[src/rtl/conv_pkg.sv]
// shared constants and types; kernel fixed at 3x3, 8-bit pixels and weights, 32-bit accumulation
package conv_pkg;

    // kernel geometry
    localparam int KER_DIM  = 3;
    localparam int KER_TAPS = KER_DIM * KER_DIM;

    localparam int PIX_W   = 8;
    localparam int WT_W    = 8;
    localparam int ACC_W   = 32;
    localparam int SHIFT_W = 5;
    localparam int PIX_MAX = (1 << PIX_W) - 1;  // clamp ceiling

    typedef logic [PIX_W-1:0]          pixel_t;
    typedef logic signed [WT_W-1:0]    weight_t;
    typedef logic signed [ACC_W-1:0]   acc_t;     // also holds the bias
    typedef logic [SHIFT_W-1:0]        shift_t;

    // one kernel row, index 0 is the left column
    typedef pixel_t  [KER_DIM-1:0]     pix_row_t;
    typedef weight_t [KER_DIM-1:0]     wt_row_t;

    // full window, row 0 is the upper row
    typedef pix_row_t [KER_DIM-1:0]    window_t;

    // all nine weights, row major
    typedef weight_t [KER_TAPS-1:0]    wt_set_t;

    // host register map
    localparam int CFG_ADDR_W = 4;
    localparam int CFG_DATA_W = 16;

    // addresses 0..8 hold the weights
    localparam logic [CFG_ADDR_W-1:0] REG_BIAS   = 4'd9;
    localparam logic [CFG_ADDR_W-1:0] REG_SHIFT  = 4'd10;
    localparam logic [CFG_ADDR_W-1:0] REG_FRAMES = 4'd11;  // read only

endpackage

[src/rtl/conv_cfg_if.sv]
// kernel settings and frame status shared inside the engine; settings must stay static while busy
`timescale 1ns/100ps

interface conv_cfg_if import conv_pkg::*; ();

    wt_set_t weights;     // row major
    acc_t    bias;
    shift_t  shift;       // arithmetic right shift after the bias
    logic    busy;        // frame in flight
    logic    frame_done;  // one cycle, with the final result

    // register block side
    modport regs (
        output weights, bias, shift,
        input  busy, frame_done
    );

    // datapath reads the kernel
    modport mac (
        input weights, bias, shift
    );

    // window builder owns the frame status
    modport win (
        output busy, frame_done
    );

endinterface

[src/rtl/conv_cfg_regs.sv]
// host register block; writes are single-cycle strobes, never while busy, reads are combinational
`timescale 1ns/100ps

module conv_cfg_regs import conv_pkg::*; (
    input  logic                  clk,
    input  logic                  rst_i,
    input  logic                  cfg_we_i,
    input  logic [CFG_ADDR_W-1:0] cfg_addr_i,
    input  logic [CFG_DATA_W-1:0] cfg_wdata_i,
    output logic [CFG_DATA_W-1:0] cfg_rdata_o,
    conv_cfg_if.regs              cfg
);

    wt_set_t               weights_q;
    acc_t                  bias_q;
    shift_t                shift_q;
    logic [CFG_DATA_W-1:0] frames_q;
    logic                  wt_sel;

    assign wt_sel = cfg_addr_i < CFG_ADDR_W'(KER_TAPS);

    always_ff @(posedge clk) begin
        if (rst_i) begin
            weights_q <= '0;
            bias_q    <= '0;
            shift_q   <= '0;
            frames_q  <= '0;
        end else begin
            if (cfg_we_i) begin
                if (wt_sel) begin
                    weights_q[cfg_addr_i] <= $signed(cfg_wdata_i[WT_W-1:0]);  // low byte only
                end else if (cfg_addr_i == REG_BIAS) begin
                    bias_q <= acc_t'($signed(cfg_wdata_i));
                end else if (cfg_addr_i == REG_SHIFT) begin
                    shift_q <= cfg_wdata_i[SHIFT_W-1:0];
                end
            end
            if (cfg.frame_done) begin
                frames_q <= frames_q + 1'b1;  // wraps at 16 bits
            end
        end
    end

    // readback mux
    always_comb begin
        cfg_rdata_o = '0;
        if (wt_sel) begin
            cfg_rdata_o = CFG_DATA_W'($signed(weights_q[cfg_addr_i]));
        end else begin
            case (cfg_addr_i)
                REG_BIAS:   cfg_rdata_o = bias_q[CFG_DATA_W-1:0];  // came in as 16 bits
                REG_SHIFT:  cfg_rdata_o = CFG_DATA_W'(shift_q);
                REG_FRAMES: cfg_rdata_o = frames_q;
                default:    cfg_rdata_o = '0;
            endcase
        end
    end

    assign cfg.weights = weights_q;
    assign cfg.bias    = bias_q;
    assign cfg.shift   = shift_q;

    // kernel must not change under a frame in flight
    a_no_write_busy: assert property (
        @(posedge clk) disable iff (rst_i)
        cfg_we_i |-> !cfg.busy
    ) else $error("config write while a frame is in flight");

endmodule

[src/rtl/conv_window.sv]
// raster window builder with zero halo; IMG_W >= 4, IMG_H >= 3, no pixel strobes during the drain
`timescale 1ns/100ps

module conv_window import conv_pkg::*; #(
    parameter int IMG_W = 16,
    parameter int IMG_H = 12
) (
    input  logic    clk,
    input  logic    rst_i,
    input  logic    pix_valid_i,
    input  pixel_t  pix_i,
    output window_t win_o,
    output logic    win_valid_o,
    output logic    win_last_o,
    conv_cfg_if.win cfg
);

    localparam int LAST_PIX = IMG_W * IMG_H - 1;
    localparam int LAST_K   = LAST_PIX + IMG_W + 1;  // final drain tick
    localparam int POS_W    = $clog2(LAST_K + 1);
    localparam int XW       = $clog2(IMG_W);
    localparam int YW       = $clog2(IMG_H);

    pixel_t lb_up1 [IMG_W];  // row above the incoming pixel
    pixel_t lb_up2 [IMG_W];  // two rows above
    window_t win_q;          // raw taps, column 2 is the newest

    logic [POS_W-1:0] pos_q;   // raster count k, runs on through the drain
    logic [XW-1:0]    in_x_q;  // column of the incoming sample
    logic [XW-1:0]    cx_q;    // centre of the next emitted window
    logic [YW-1:0]    cy_q;
    logic             draining_q;
    logic             busy_q;
    logic             last_d1_q;
    logic             done_q;
    logic             top_q, bot_q, lft_q, rgt_q;  // halo edges of the current window

    logic   step;
    logic   emit;
    logic   last_step;
    pixel_t pix_in;

    assign step      = pix_valid_i | draining_q;
    assign pix_in    = draining_q ? '0 : pix_i;  // zeros flush the lower rows
    assign emit      = step && (pos_q >= POS_W'(IMG_W + 1));
    assign last_step = draining_q && (pos_q == POS_W'(LAST_K));

    // line buffers and tap shift
    always_ff @(posedge clk) begin
        if (step) begin
            lb_up2[in_x_q] <= lb_up1[in_x_q];
            lb_up1[in_x_q] <= pix_in;
            for (int r = 0; r < KER_DIM; r++) begin
                for (int c = 0; c < KER_DIM - 1; c++) begin
                    win_q[r][c] <= win_q[r][c+1];
                end
            end
            win_q[0][KER_DIM-1] <= lb_up2[in_x_q];
            win_q[1][KER_DIM-1] <= lb_up1[in_x_q];
            win_q[2][KER_DIM-1] <= pix_in;
        end
    end

    always_ff @(posedge clk) begin
        if (rst_i) begin
            pos_q       <= '0;
            in_x_q      <= '0;
            cx_q        <= '0;
            cy_q        <= '0;
            draining_q  <= 1'b0;
            busy_q      <= 1'b0;
            win_valid_o <= 1'b0;
            win_last_o  <= 1'b0;
            last_d1_q   <= 1'b0;
            done_q      <= 1'b0;
            top_q       <= 1'b0;
            bot_q       <= 1'b0;
            lft_q       <= 1'b0;
            rgt_q       <= 1'b0;
        end else begin
            win_valid_o <= emit;
            win_last_o  <= last_step;
            last_d1_q   <= win_last_o;  // lines up with the MAC stages
            done_q      <= last_d1_q;
            // stays up across a back-to-back next frame
            busy_q <= pix_valid_i | draining_q | (pos_q != '0) | (busy_q & ~done_q);

            if (emit) begin
                top_q <= cy_q == '0;
                bot_q <= cy_q == YW'(IMG_H - 1);
                lft_q <= cx_q == '0;
                rgt_q <= cx_q == XW'(IMG_W - 1);
                if (cx_q == XW'(IMG_W - 1)) begin
                    cx_q <= '0;
                    cy_q <= (cy_q == YW'(IMG_H - 1)) ? '0 : cy_q + 1'b1;
                end else begin
                    cx_q <= cx_q + 1'b1;
                end
            end

            if (last_step) begin
                pos_q      <= '0;
                in_x_q     <= '0;
                draining_q <= 1'b0;
            end else if (step) begin
                pos_q  <= pos_q + 1'b1;
                in_x_q <= (in_x_q == XW'(IMG_W - 1)) ? '0 : in_x_q + 1'b1;
                if (pix_valid_i && pos_q == POS_W'(LAST_PIX)) begin
                    draining_q <= 1'b1;  // last pixel, start the flush
                end
            end
        end
    end

    // halo, also hides the wrapped columns and stale lines
    always_comb begin
        for (int r = 0; r < KER_DIM; r++) begin
            for (int c = 0; c < KER_DIM; c++) begin
                win_o[r][c] = win_q[r][c];
                if ((r == 0 && top_q) || (r == KER_DIM - 1 && bot_q) ||
                    (c == 0 && lft_q) || (c == KER_DIM - 1 && rgt_q)) begin
                    win_o[r][c] = '0;
                end
            end
        end
    end

    assign cfg.busy       = busy_q;
    assign cfg.frame_done = done_q;

    a_no_pix_in_drain: assert property (
        @(posedge clk) disable iff (rst_i)
        draining_q |-> !pix_valid_i
    ) else $error("pixel strobe during frame drain");

    // centre counters wrap on the last window
    a_last_at_wrap: assert property (
        @(posedge clk) disable iff (rst_i)
        win_last_o |-> (cx_q == '0 && cy_q == '0)
    ) else $error("last window does not close the frame raster");

endmodule

[src/rtl/conv_row_pe.sv]
// one kernel row; pixels are taken as unsigned, weights as signed, sum held until the next en_i
`timescale 1ns/100ps

module conv_row_pe import conv_pkg::*; (
    input  logic     clk,
    input  logic     rst_i,
    input  logic     en_i,
    input  pix_row_t pix_i,
    input  wt_row_t  wt_i,
    output acc_t     sum_o
);

    acc_t prod [KER_DIM];
    acc_t row_sum;
    acc_t sum_q;

    // three taps, zero-extended pixel times signed weight
    always_comb begin
        row_sum = '0;
        for (int c = 0; c < KER_DIM; c++) begin
            prod[c] = acc_t'($signed({1'b0, pix_i[c]})) * acc_t'($signed(wt_i[c]));
            row_sum = row_sum + prod[c];
        end
    end

    always_ff @(posedge clk) begin
        if (rst_i) begin
            sum_q <= '0;
        end else if (en_i) begin
            sum_q <= row_sum;
        end
    end

    assign sum_o = sum_q;

endmodule

[src/rtl/conv_mac_array.sv]
// two-stage MAC; row products, then bias, arithmetic shift and clamp to 0..255
`timescale 1ns/100ps

module conv_mac_array import conv_pkg::*; (
    input  logic    clk,
    input  logic    rst_i,
    input  window_t win_i,
    input  logic    win_valid_i,
    input  logic    win_last_i,
    conv_cfg_if.mac cfg,
    output pixel_t  res_o,
    output logic    res_valid_o,
    output logic    res_last_o
);

    acc_t   row_sum [KER_DIM];
    acc_t   total;
    acc_t   scaled;
    pixel_t clamped;
    pixel_t res_q;
    logic   v1_q;
    logic   l1_q;

    // stage one, a PE per window row
    for (genvar r = 0; r < KER_DIM; r++) begin : g_row
        conv_row_pe u_row (
            .clk   (clk),
            .rst_i (rst_i),
            .en_i  (win_valid_i),
            .pix_i (win_i[r]),
            .wt_i  (cfg.weights[r*KER_DIM +: KER_DIM]),
            .sum_o (row_sum[r])
        );
    end

    // stage two arithmetic
    always_comb begin
        total = cfg.bias;
        for (int r = 0; r < KER_DIM; r++) begin
            total = total + row_sum[r];
        end
        scaled = total >>> cfg.shift;
        if (scaled < 0) begin
            clamped = '0;
        end else if (scaled > acc_t'(PIX_MAX)) begin
            clamped = pixel_t'(PIX_MAX);
        end else begin
            clamped = scaled[PIX_W-1:0];
        end
    end

    always_ff @(posedge clk) begin
        if (rst_i) begin
            v1_q        <= 1'b0;
            l1_q        <= 1'b0;
            res_valid_o <= 1'b0;
            res_last_o  <= 1'b0;
        end else begin
            v1_q        <= win_valid_i;  // tracks the row PE stage
            l1_q        <= win_last_i;
            res_valid_o <= v1_q;
            res_last_o  <= l1_q;
        end
    end

    always_ff @(posedge clk) begin
        if (v1_q) begin
            res_q <= clamped;
        end
    end

    assign res_o = res_q;

    a_last_has_valid: assert property (
        @(posedge clk) disable iff (rst_i)
        res_last_o |-> res_valid_o
    ) else $error("res_last without res_valid");

endmodule

[src/rtl/conv_engine_top.sv]
// 3x3 streaming convolution; raster pixels without back-pressure, results 3 cycles after each strobe
`timescale 1ns/100ps

module conv_engine_top import conv_pkg::*; #(
    parameter int IMG_W = 16,  // at least 4
    parameter int IMG_H = 12   // at least 3
) (
    input  logic                  clk,
    input  logic                  rst_i,

    // host register port
    input  logic                  cfg_we_i,
    input  logic [CFG_ADDR_W-1:0] cfg_addr_i,
    input  logic [CFG_DATA_W-1:0] cfg_wdata_i,
    output logic [CFG_DATA_W-1:0] cfg_rdata_o,

    // pixel stream in
    input  logic                  pix_valid_i,
    input  pixel_t                pix_i,

    // result stream out
    output logic                  busy_o,
    output pixel_t                res_o,
    output logic                  res_valid_o,
    output logic                  res_last_o
);

    window_t win;
    logic    win_valid;
    logic    win_last;

    conv_cfg_if cfg_bus ();

    conv_cfg_regs u_regs (
        .clk         (clk),
        .rst_i       (rst_i),
        .cfg_we_i    (cfg_we_i),
        .cfg_addr_i  (cfg_addr_i),
        .cfg_wdata_i (cfg_wdata_i),
        .cfg_rdata_o (cfg_rdata_o),
        .cfg         (cfg_bus.regs)
    );

    conv_window #(
        .IMG_W (IMG_W),
        .IMG_H (IMG_H)
    ) u_window (
        .clk         (clk),
        .rst_i       (rst_i),
        .pix_valid_i (pix_valid_i),
        .pix_i       (pix_i),
        .win_o       (win),
        .win_valid_o (win_valid),
        .win_last_o  (win_last),
        .cfg         (cfg_bus.win)
    );

    conv_mac_array u_mac (
        .clk         (clk),
        .rst_i       (rst_i),
        .win_i       (win),
        .win_valid_i (win_valid),
        .win_last_i  (win_last),
        .cfg         (cfg_bus.mac),
        .res_o       (res_o),
        .res_valid_o (res_valid_o),
        .res_last_o  (res_last_o)
    );

    assign busy_o = cfg_bus.busy;  // falls the cycle after the last result

endmodule

[config.mk]
export PLATFORM = sky130hd
export DESIGN_NAME = conv_engine_top
export DESIGN_NICKNAME = d
export VERILOG_FILES = /design/src/rtl/conv_pkg.sv /design/src/rtl/conv_cfg_if.sv /design/src/rtl/conv_cfg_regs.sv /design/src/rtl/conv_window.sv /design/src/rtl/conv_row_pe.sv /design/src/rtl/conv_mac_array.sv /design/src/rtl/conv_engine_top.sv
export SDC_FILE = /design/constraint.sdc
export NUM_CORES = 2
export LEC_CHECK = 0
export ABC_CLOCK_PERIOD_IN_PS = 12700
export BUFFER_PORTS_ARGS = -buffer_cell sky130_fd_sc_hd__buf_2
export CORE_AREA = 2 2 366 259
export CTS_BUF_LIST = sky130_fd_sc_hd__clkbuf_4
export DETAILED_ROUTE_END_ITERATION = 8
export DIE_AREA = 0 0 368 261
export GPL_TIMING_DRIVEN = 1
export PLACE_DENSITY = 0.75
export SYNTH_ARGS = -nofsm -noshare
export SYNTH_HDL_FRONTEND = slang
export SYNTH_SLANG_ARGS = --single-unit
[constraint.sdc]
create_clock -name clk -period 12.7 [get_ports clk]
set_input_delay 1.905 -clock clk [delete_from_list [all_inputs] [get_ports clk]]
set_output_delay 1.905 -clock clk [all_outputs]
set_load 0.005 [all_outputs]
==> Word level (Yosys, flattened, before mapping) <==
Memories as Yosys holds them, arrays and structs flattened. A register that Yosys moved wholly into a read port is not among the register bits.
Cells that the tools add are included.
{ "op_classes": {"n_shift": 1, "mux": 24, "bitwise_logic": 7, "n_mul": 9, "eq_ne": 8, "n_div": 0, "n_addsub": 14, "n_lt_le_gt_ge": 6, "reduce_logical": 17} }
{ "op_table": {"columns": ["op", "count"], "rows": [
  ["9-bit by 8-bit multiplier with 17-bit output", 9],
  ["8-bit two-way mux", 12],
  ["72-bit bitwise mux", 1],
  ["32-bit adder", 2],
  ["18-bit by 17-bit adder with 19-bit output", 3],
  ["17-bit by 17-bit adder with 18-bit output", 3],
  ["16-bit one-hot mux with 3 select lines", 1],
  ["16-bit by 32-bit adder with 32-bit output", 1],
  ["8-bit binary-select mux with 4-bit select", 1],
  ["8-bit demux with 4-bit select", 1],
  ["32-bit by 9-bit greater-than comparator with 1-bit output (second input constant)", 1],
  ["32-bit by 1-bit < comparator with 1-bit output (second input constant)", 1],
  ["32-bit by 5-bit >>> shifter with 32-bit output", 1],
  ["4-bit equality test (second input constant)", 6],
  ["4-bit two-way mux", 5],
  ["16-bit by 1-bit adder with 16-bit output (second input constant)", 1],
  ["8-bit equality test (second input constant)", 2],
  ["16-bit two-way mux", 1],
  ["4-bit by 1-bit adder with 4-bit output (second input constant)", 3],
  ["8-bit by 1-bit adder with 8-bit output (second input constant)", 1],
  ["8-bit by 5-bit >= comparator with 1-bit output (second input constant)", 1],
  ["4-bit zero test", 2],
  ["8-bit nonzero test", 1],
  ["2-bit AND reduction", 3],
  ["other kinds (12)", 23]
]} }
{ "totals": {"latch_bits": 0, "ram_bits": 256, "register_bits": 309, "mem_bits_ro": 0, "wordCells": 128, "out_inout_bits": 27, "in_bits": 32, "n_memories": 2} }
{ "mem_list": {"columns": ["memory", "words", "word_bits", "rd", "rd_clocked_by_memory_dff", "wr", "line", "text"], "rows": [
  ["u_window.lb_up1", 16, 8, 1, 1, 1, "conv_window.sv:24", "pixel_t lb_up1 [IMG_W];"],
  ["u_window.lb_up2", 16, 8, 1, 1, 1, "conv_window.sv:25", "pixel_t lb_up2 [IMG_W];"]
]} }

==> Logic depth before layout (Yosys ltp) <==
{ "depth": {"depth_word": 6, "ltp_mapped": 29, "mapped_depth_nobuf": 27} }

==> Modules after synthesis <==
Synthesis repeated with hierarchy kept, for this count alone.
{ "hier_totals": {"cells_unflattened": 4776, "area_unflattened_um2": 49746.5} }
{ "by_module_without_submodules": {"columns": ["module", "cells_each", "area_each_um2", "seq_area_each_um2", "instances"], "rows": [
  ["conv_window", 708, 13953.4, 10530.1, 1],
  ["conv_row_pe (u_mac.g_row[0].u_row)", 873, 8006.4, 380.4, 1],
  ["conv_row_pe (u_mac.g_row[1].u_row)", 880, 7980.2, 380.4, 1],
  ["conv_row_pe (u_mac.g_row[2].u_row)", 865, 7930.1, 380.4, 1],
  ["conv_mac_array", 874, 6685.2, 320.3, 1],
  ["conv_cfg_regs", 576, 5191.2, 2182.1, 1]
]} }

==> Worst setup path after synthesis <==
OpenSTA, ideal clock, no wires.
{ "synth_path": {"kind": "flip-flop to flip-flop", "startpoint": "reg u_window.top_q", "endpoint": "reg u_mac.g_row[0].u_row.sum_q[17]", "t_required_ps": 12594, "period_less_slack_ps": 7350, "setup_slack_ps": 5350, "stages_incl_launch_ff": 30, "n_path_buf": 3, "t_arrival_ps": 7244, "path_cell_list": "dfxtp_1 clkbuf_1 nor2_1 clkbuf_1 clkbuf_1 nand3_1 fa_1 inv_1 fa_1 inv_1 fa_1 inv_1 fa_1 inv_1 fa_1 fa_1 inv_1 fa_1 ha_1 nor2b_1 o21ai_0 a21oi_1 o21ai_0 a21boi_0 o21ai_0 a21o_1 a21oi_1 a31oi_1 or4b_2 o311ai_0"} }
{ "synth_via": {"elab_chain_len": 5} }
{ "synth_lines": {"columns": ["element", "line", "text"], "rows": [
  ["from (decl)", "conv_window.sv:36", "logic top_q, bot_q, lft_q, rgt_q;"],
  ["from (signal assigned)", "conv_window.sv:76", "top_q <= 1'b0;"],
  ["from (signal assigned)", "conv_window.sv:89", "top_q <= cy_q == '0;"],
  ["1-bit logical OR", "conv_window.sv:120", "if ((r == 0 && top_q) || (r == KER_DIM - 1 && bot_q) ||"],
  ["8-bit two-way mux", "conv_window.sv:120", null],
  ["9-bit by 8-bit multiplier with 17-bit output", "conv_row_pe.sv:21", "prod[c] = acc_t'($signed({1'b0, pix_i[c]})) * acc_t'($signed(wt_i[c]));"],
  ["17-bit by 17-bit adder with 18-bit output", "conv_row_pe.sv:22", "row_sum = row_sum + prod[c];"],
  ["18-bit by 17-bit adder with 19-bit output (*)", "conv_row_pe.sv:22", null],
  ["to (signal assigned)", "conv_row_pe.sv:30", "sum_q <= row_sum;"],
  ["to (decl)", "conv_row_pe.sv:15", "acc_t sum_q;"]
]} }
Every way passes the cells marked *; elsewhere a longest branch is shown, timed or not.
A chain may end at the register's enable or synchronous reset.

==> Worst setup path in the final report <==
{ "layout_path": {"startpoint": "reg u_window.lft_q", "endpoint": "reg u_mac.g_row[2].u_row.sum_q[17]"} }
{ "layout_via": {"elab_chain_len": 5} }
{ "layout_lines": {"columns": ["element", "line", "text"], "rows": [
  ["from (decl)", "conv_window.sv:36", null],
  ["from (signal assigned)", "conv_window.sv:78", "lft_q <= 1'b0;"],
  ["from (signal assigned)", "conv_window.sv:91", "lft_q <= cx_q == '0;"],
  ["1-bit logical OR", "conv_window.sv:120", null],
  ["8-bit two-way mux", "conv_window.sv:120", null],
  ["9-bit by 8-bit multiplier with 17-bit output", "conv_row_pe.sv:21", null],
  ["17-bit by 17-bit adder with 18-bit output", "conv_row_pe.sv:22", null],
  ["18-bit by 17-bit adder with 19-bit output", "conv_row_pe.sv:22", null],
  ["to (signal assigned)", "conv_row_pe.sv:30", null],
  ["to (decl)", "conv_row_pe.sv:15", null]
]} }
No other way between the ends.

==> impl_metrics.csv <==
group,metric,value,unit
status,status,"finished clean",
setup_path,worst_setup_path_start_kind,"flip-flop",
timing,totalNegativeSetupSlack,0,ns
clocking,cts.hold.buffers_added,0,
global_route,grt_max_degree,96,
setup_path,crit_type,"reg -> reg",
pwr,p_leak,22.2,nW
global_route,globalRouteOverflowTotal,0,
worst_hold_path,hold_path_end,"u_window.win_q[51]$_DFFE_PN_",
worst_hold_path,hold_path.class,"reg -> reg",
floorplan,ioPinCount,59,
setup_path,setup.worst_path.end_class,"flip-flop",
clocking,clock_transition_at_path_regs,0.07,ns
logic_synthesis,netlist_instances,4315,
logic_synthesis,synth-main-ff-cell,"edfxtp_1",
setup_path,rr_endpoint,"u_mac.g_row[2].u_row.sum_o[17]$_SDFFE_PP0P_",
final_layout,nNetsFinal,5292,
floorplan,height_of_the_die,261,um
placement,dpl_worst_slack,4.73,ns
global_route,grt_first_pass_wirelength,185000,um
logic_synthesis,synth.yosys.seq_area_share,0.308,
timing,final_min_period_over_clock_period,0.637,
logic_synthesis,synth.top_cells.by_area,"fa_1, edfxtp_1, ha_1",
logic_synthesis,number_of_flops_mapped_to_enable_cells_by_yosys,336,
timing,timing.final.ws_setup,4.62,ns
pwr,vdd_drop_max,85.0,uV
logic_synthesis,synth.lib_cells_used.distinct,81,
global_route,antenna_found_initial,13,
timing,fin_crit,8.08,ns
floorplan,initial_core_util,0.494,
timing,clock.fmax,0.124,GHz
logic_synthesis,cell_area_after_synthesis,45900,um^2
drt,route.antenna.remaining_nets,0,
logic_synthesis,yosys.area.top_type_share,0.234,
floorplan,floorplan.die_area,96000,um^2
clocking,cts_htree_levels,4,
placement,place_congestion,0.960,
logic_synthesis,netlist_top_cells_count,"inv_1, fa_1, ha_1",
timing,timing.final.hold_violations,0,
drt,route.detailed.vias_per_inst,5.59,
setup_path,reg2reg_setup_slack,4.62,ns
clocking,clockRootBuffer,"clkbuf_4",
pwr,power-per-cell-area,80.6,nW/um^2
timing,slew-limit-headroom,0.106,
setup_path,worst_ep_required_time,13.58,ns
drt,wire_per_inst,20.6,um
final_layout,final_layout_size_suffix_gt1_frac,0.102,
floorplan,placementRows,94,
setup_path,r2r_start,"u_window.lft_q$_SDFFE_PP0P_",
global_route,grt-busiest-layer,"met1",
placement,hpwlAfterDp,91300,um
logic_synthesis,synth_area_per_cell,10.6,um^2
placement,numPortBuffers,58,
worst_hold_path,holdPathStages,0,
logic_synthesis,dominant_cell_type_by_area_after_synthesis,"fa_1",
logic_synthesis,synthMostInstantiatedCell,"inv_1",
final_layout,layout-area-overhead-vs-synth,7.09,%
setup_path,worstPathArrival,8.96,ns
drt,drtIter0Drc,3514,
timing,final_number_of_max_transition_violations,0,
global_route,first_global_vias,32200,
logic_synthesis,synthesis.nets,5250,
worst_hold_path,min-delay-start,"u_window.win_q[59]$_DFFE_PN_",
clocking,worst_skew_pair.late_latency,1.01,ns
final_layout,fillCellCount,8059,
timing,final.setup_skew,0.0569,ns
flow_run,max_cap_violations,0,
logic_synthesis,synth_async_sr_flop_share,0,
logic_synthesis,yosys_synthesis_warning_count,0,
global_route,grt_use_met3,0.0768,
global_route,grt_util_all_layers,0.251,
setup_path,worst-r2r-cell-count,26,
global_route,global_route.usage.met1,0.373,
global_route,met2_usage,0.352,
drt,wl,118000,um
clocking,cts-resized-gates,0,
timing,final-setup-viol-count,0,
clocking,post-cts-setup-buffers,0,
drt,drc,0,
clocking,cts_made_buffers,133,
timing,tightest_slew,1.34,ns
floorplan,core,92900,um^2
timing,grt_setup_unrepaired,"no",
floorplan,die_span_in_x,368,um
drt,detailroute.via_count,32000,
logic_synthesis,synth-seq-cells,538,
clocking,cts.sink_count,538,
drt,drt-pass1-iter-count,7,
clocking,cts_max_path_buffers,3,
clocking,tritoncts,"yes",
setup_path,crit_path_max_fanout,59,
-- worst max path at each step --
stage	start	end	slack (ns)
CTS	u_window.lft_q$_SDFFE_PP0P_	u_mac.g_row[0].u_row.sum_o[17]$_SDFFE_PP0P_	4.70
detailed placement	u_window.lft_q$_SDFFE_PP0P_	u_mac.g_row[0].u_row.sum_o[17]$_SDFFE_PP0P_	4.73
global route	u_window.lft_q$_SDFFE_PP0P_	u_mac.g_row[1].u_row.sum_o[17]$_SDFFE_PP0P_	4.12
global placement	u_window.lft_q$_SDFFE_PP0P_	u_mac.g_row[1].u_row.sum_o[17]$_SDFFE_PP0P_	4.84
floorplan	u_window.top_q$_SDFFE_PP0P_	u_mac.g_row[0].u_row.sum_o[17]$_SDFFE_PP0P_	5.35
finish	u_window.lft_q$_SDFFE_PP0P_	u_mac.g_row[2].u_row.sum_o[17]$_SDFFE_PP0P_	4.62
-- placed cells by master (no fill, tap or decap), types with 12 or more instances in the layout --
cell type  Yosys  routed
nand2b_1      26      26
nor3_1        27      23
xnor2_1       50      50
mux2i_1      151     151
a21o_1        23      23
inv_1        854     853
a211oi_1      15      15
and3_1       145     145
nand3_1      102     102
clkbuf_4       0     190
a31oi_1       12      12
nor2b_1       58      58
nor2_1       272     267
fa_1         537     537
o21ai_0       70      70
buf_2          6      57
nand2_1      289     289
and2_1       178     178
nand4_1       12      12
clkinv_1       3      31
ha_1         366     366
dfxtp_1      202     198
buf_4          0      38
xor2_1        35      35
edfxtp_1     336     336
a21oi_1      114     114
mux4_2       105     105
-- flip-flops by register name (all words and copies together) (netlist names), 4 cells and up, named ones only --
signal / flops
u_window.lb_up1: 128
u_window.lb_up2: 128
u_regs.cfg.weights: 72
u_window.win_q: 64
u_mac.g_row.u_row.sum_o: 57
u_regs.cfg.bias: 16
u_regs.frames_q: 16
u_mac.res_o: 8
u_window.pos_q: 8
u_window.win_o: 8
u_regs.cfg.shift: 5
u_window.cx_q: 4
u_window.cy_q: 4
u_window.in_x_q: 4
-- cell type report --
class	count	area, um^2	share of cell area
diodes	10	25.0	0.000509
clock buffers	190	1430	0.0290
clock inverters	48	348	0.00708
inverters	857	3220	0.0655
multi-input cells	2731	27900	0.567
flip-flops and latches	538	14100	0.288
well taps	1248	1560	0.0318
repair buffers	96	582	0.0118
-- report_power, final --
part,switching [mW],internal (mW)
Clock,0.773,0.784
Combinational,0.270,0.161
Sequential,0.0599,1.91
Total,1.10,2.86
-- cells by family (layout without fill, tap and decap cells) --
family | Yosys count | in the layout | share of synthesized area
AOI/OAI and AO/OA | 329 | 329 | 0.0455
xor gates and xnor gates | 85 | 85 | 0.0162
adders and majority gates | 903 | 903 | 0.334
buffers and inverters | 1046 | 1191 | 0.0859
DFF | 538 | 538 | 0.308
muxes | 262 | 262 | 0.0860
other | 0 | 10 | 0
and+or+nand+nor | 1152 | 1152 | 0.124
-- stage by stage --
step / power (mW) / hold WS [ns] / util / cells / cell area [um^2]
after CTS: 3.98 / 0.421 / 0.529 / 5708 / 49100
after global placement: 2.42 / 0.417 / 0.510 / 5470 / 47400
after global routing: 4.12 / 0.414 / 0.529 / 5716 / 49200
final: 3.96 / 0.425 / 0.529 / 5718 / 49200
after floorplan: 2.27 / 0.414 / - / 4315 / 45900
after detailed placement: 2.44 / 0.422 / 0.510 / 5470 / 47400
-- worst max-delay path: stages (launching register included) --
cell and delay (ns):
dfxtp_1 0.82, nor2_2 0.04, buf_4 0.29, and3_1 0.28, fa_1 0.51, fa_1 0.55, inv_1 0.05, fa_1 0.52
inv_1 0.05, fa_1 0.49, inv_1 0.05, fa_1 0.49, fa_1 0.49, inv_1 0.05, fa_1 0.43, ha_1 0.33
nor2b_1 0.15, o21ai_0 0.26, a21oi_1 0.13, o21ai_0 0.24, a21boi_0 0.19, o21ai_0 0.30, a21oi_1 0.15, o41ai_1 0.43
o21ai_0 0.21, or3_1 0.37, o311ai_0 0.08
-- metal layers --
metal	wire, um	up-vias
met3	14100	191
li1	-	14200
met1	51700	16000
met2	49100	1634
met4	3000	6
met5	35	-
Note: power is estimated with default switching activity, not from simulation.
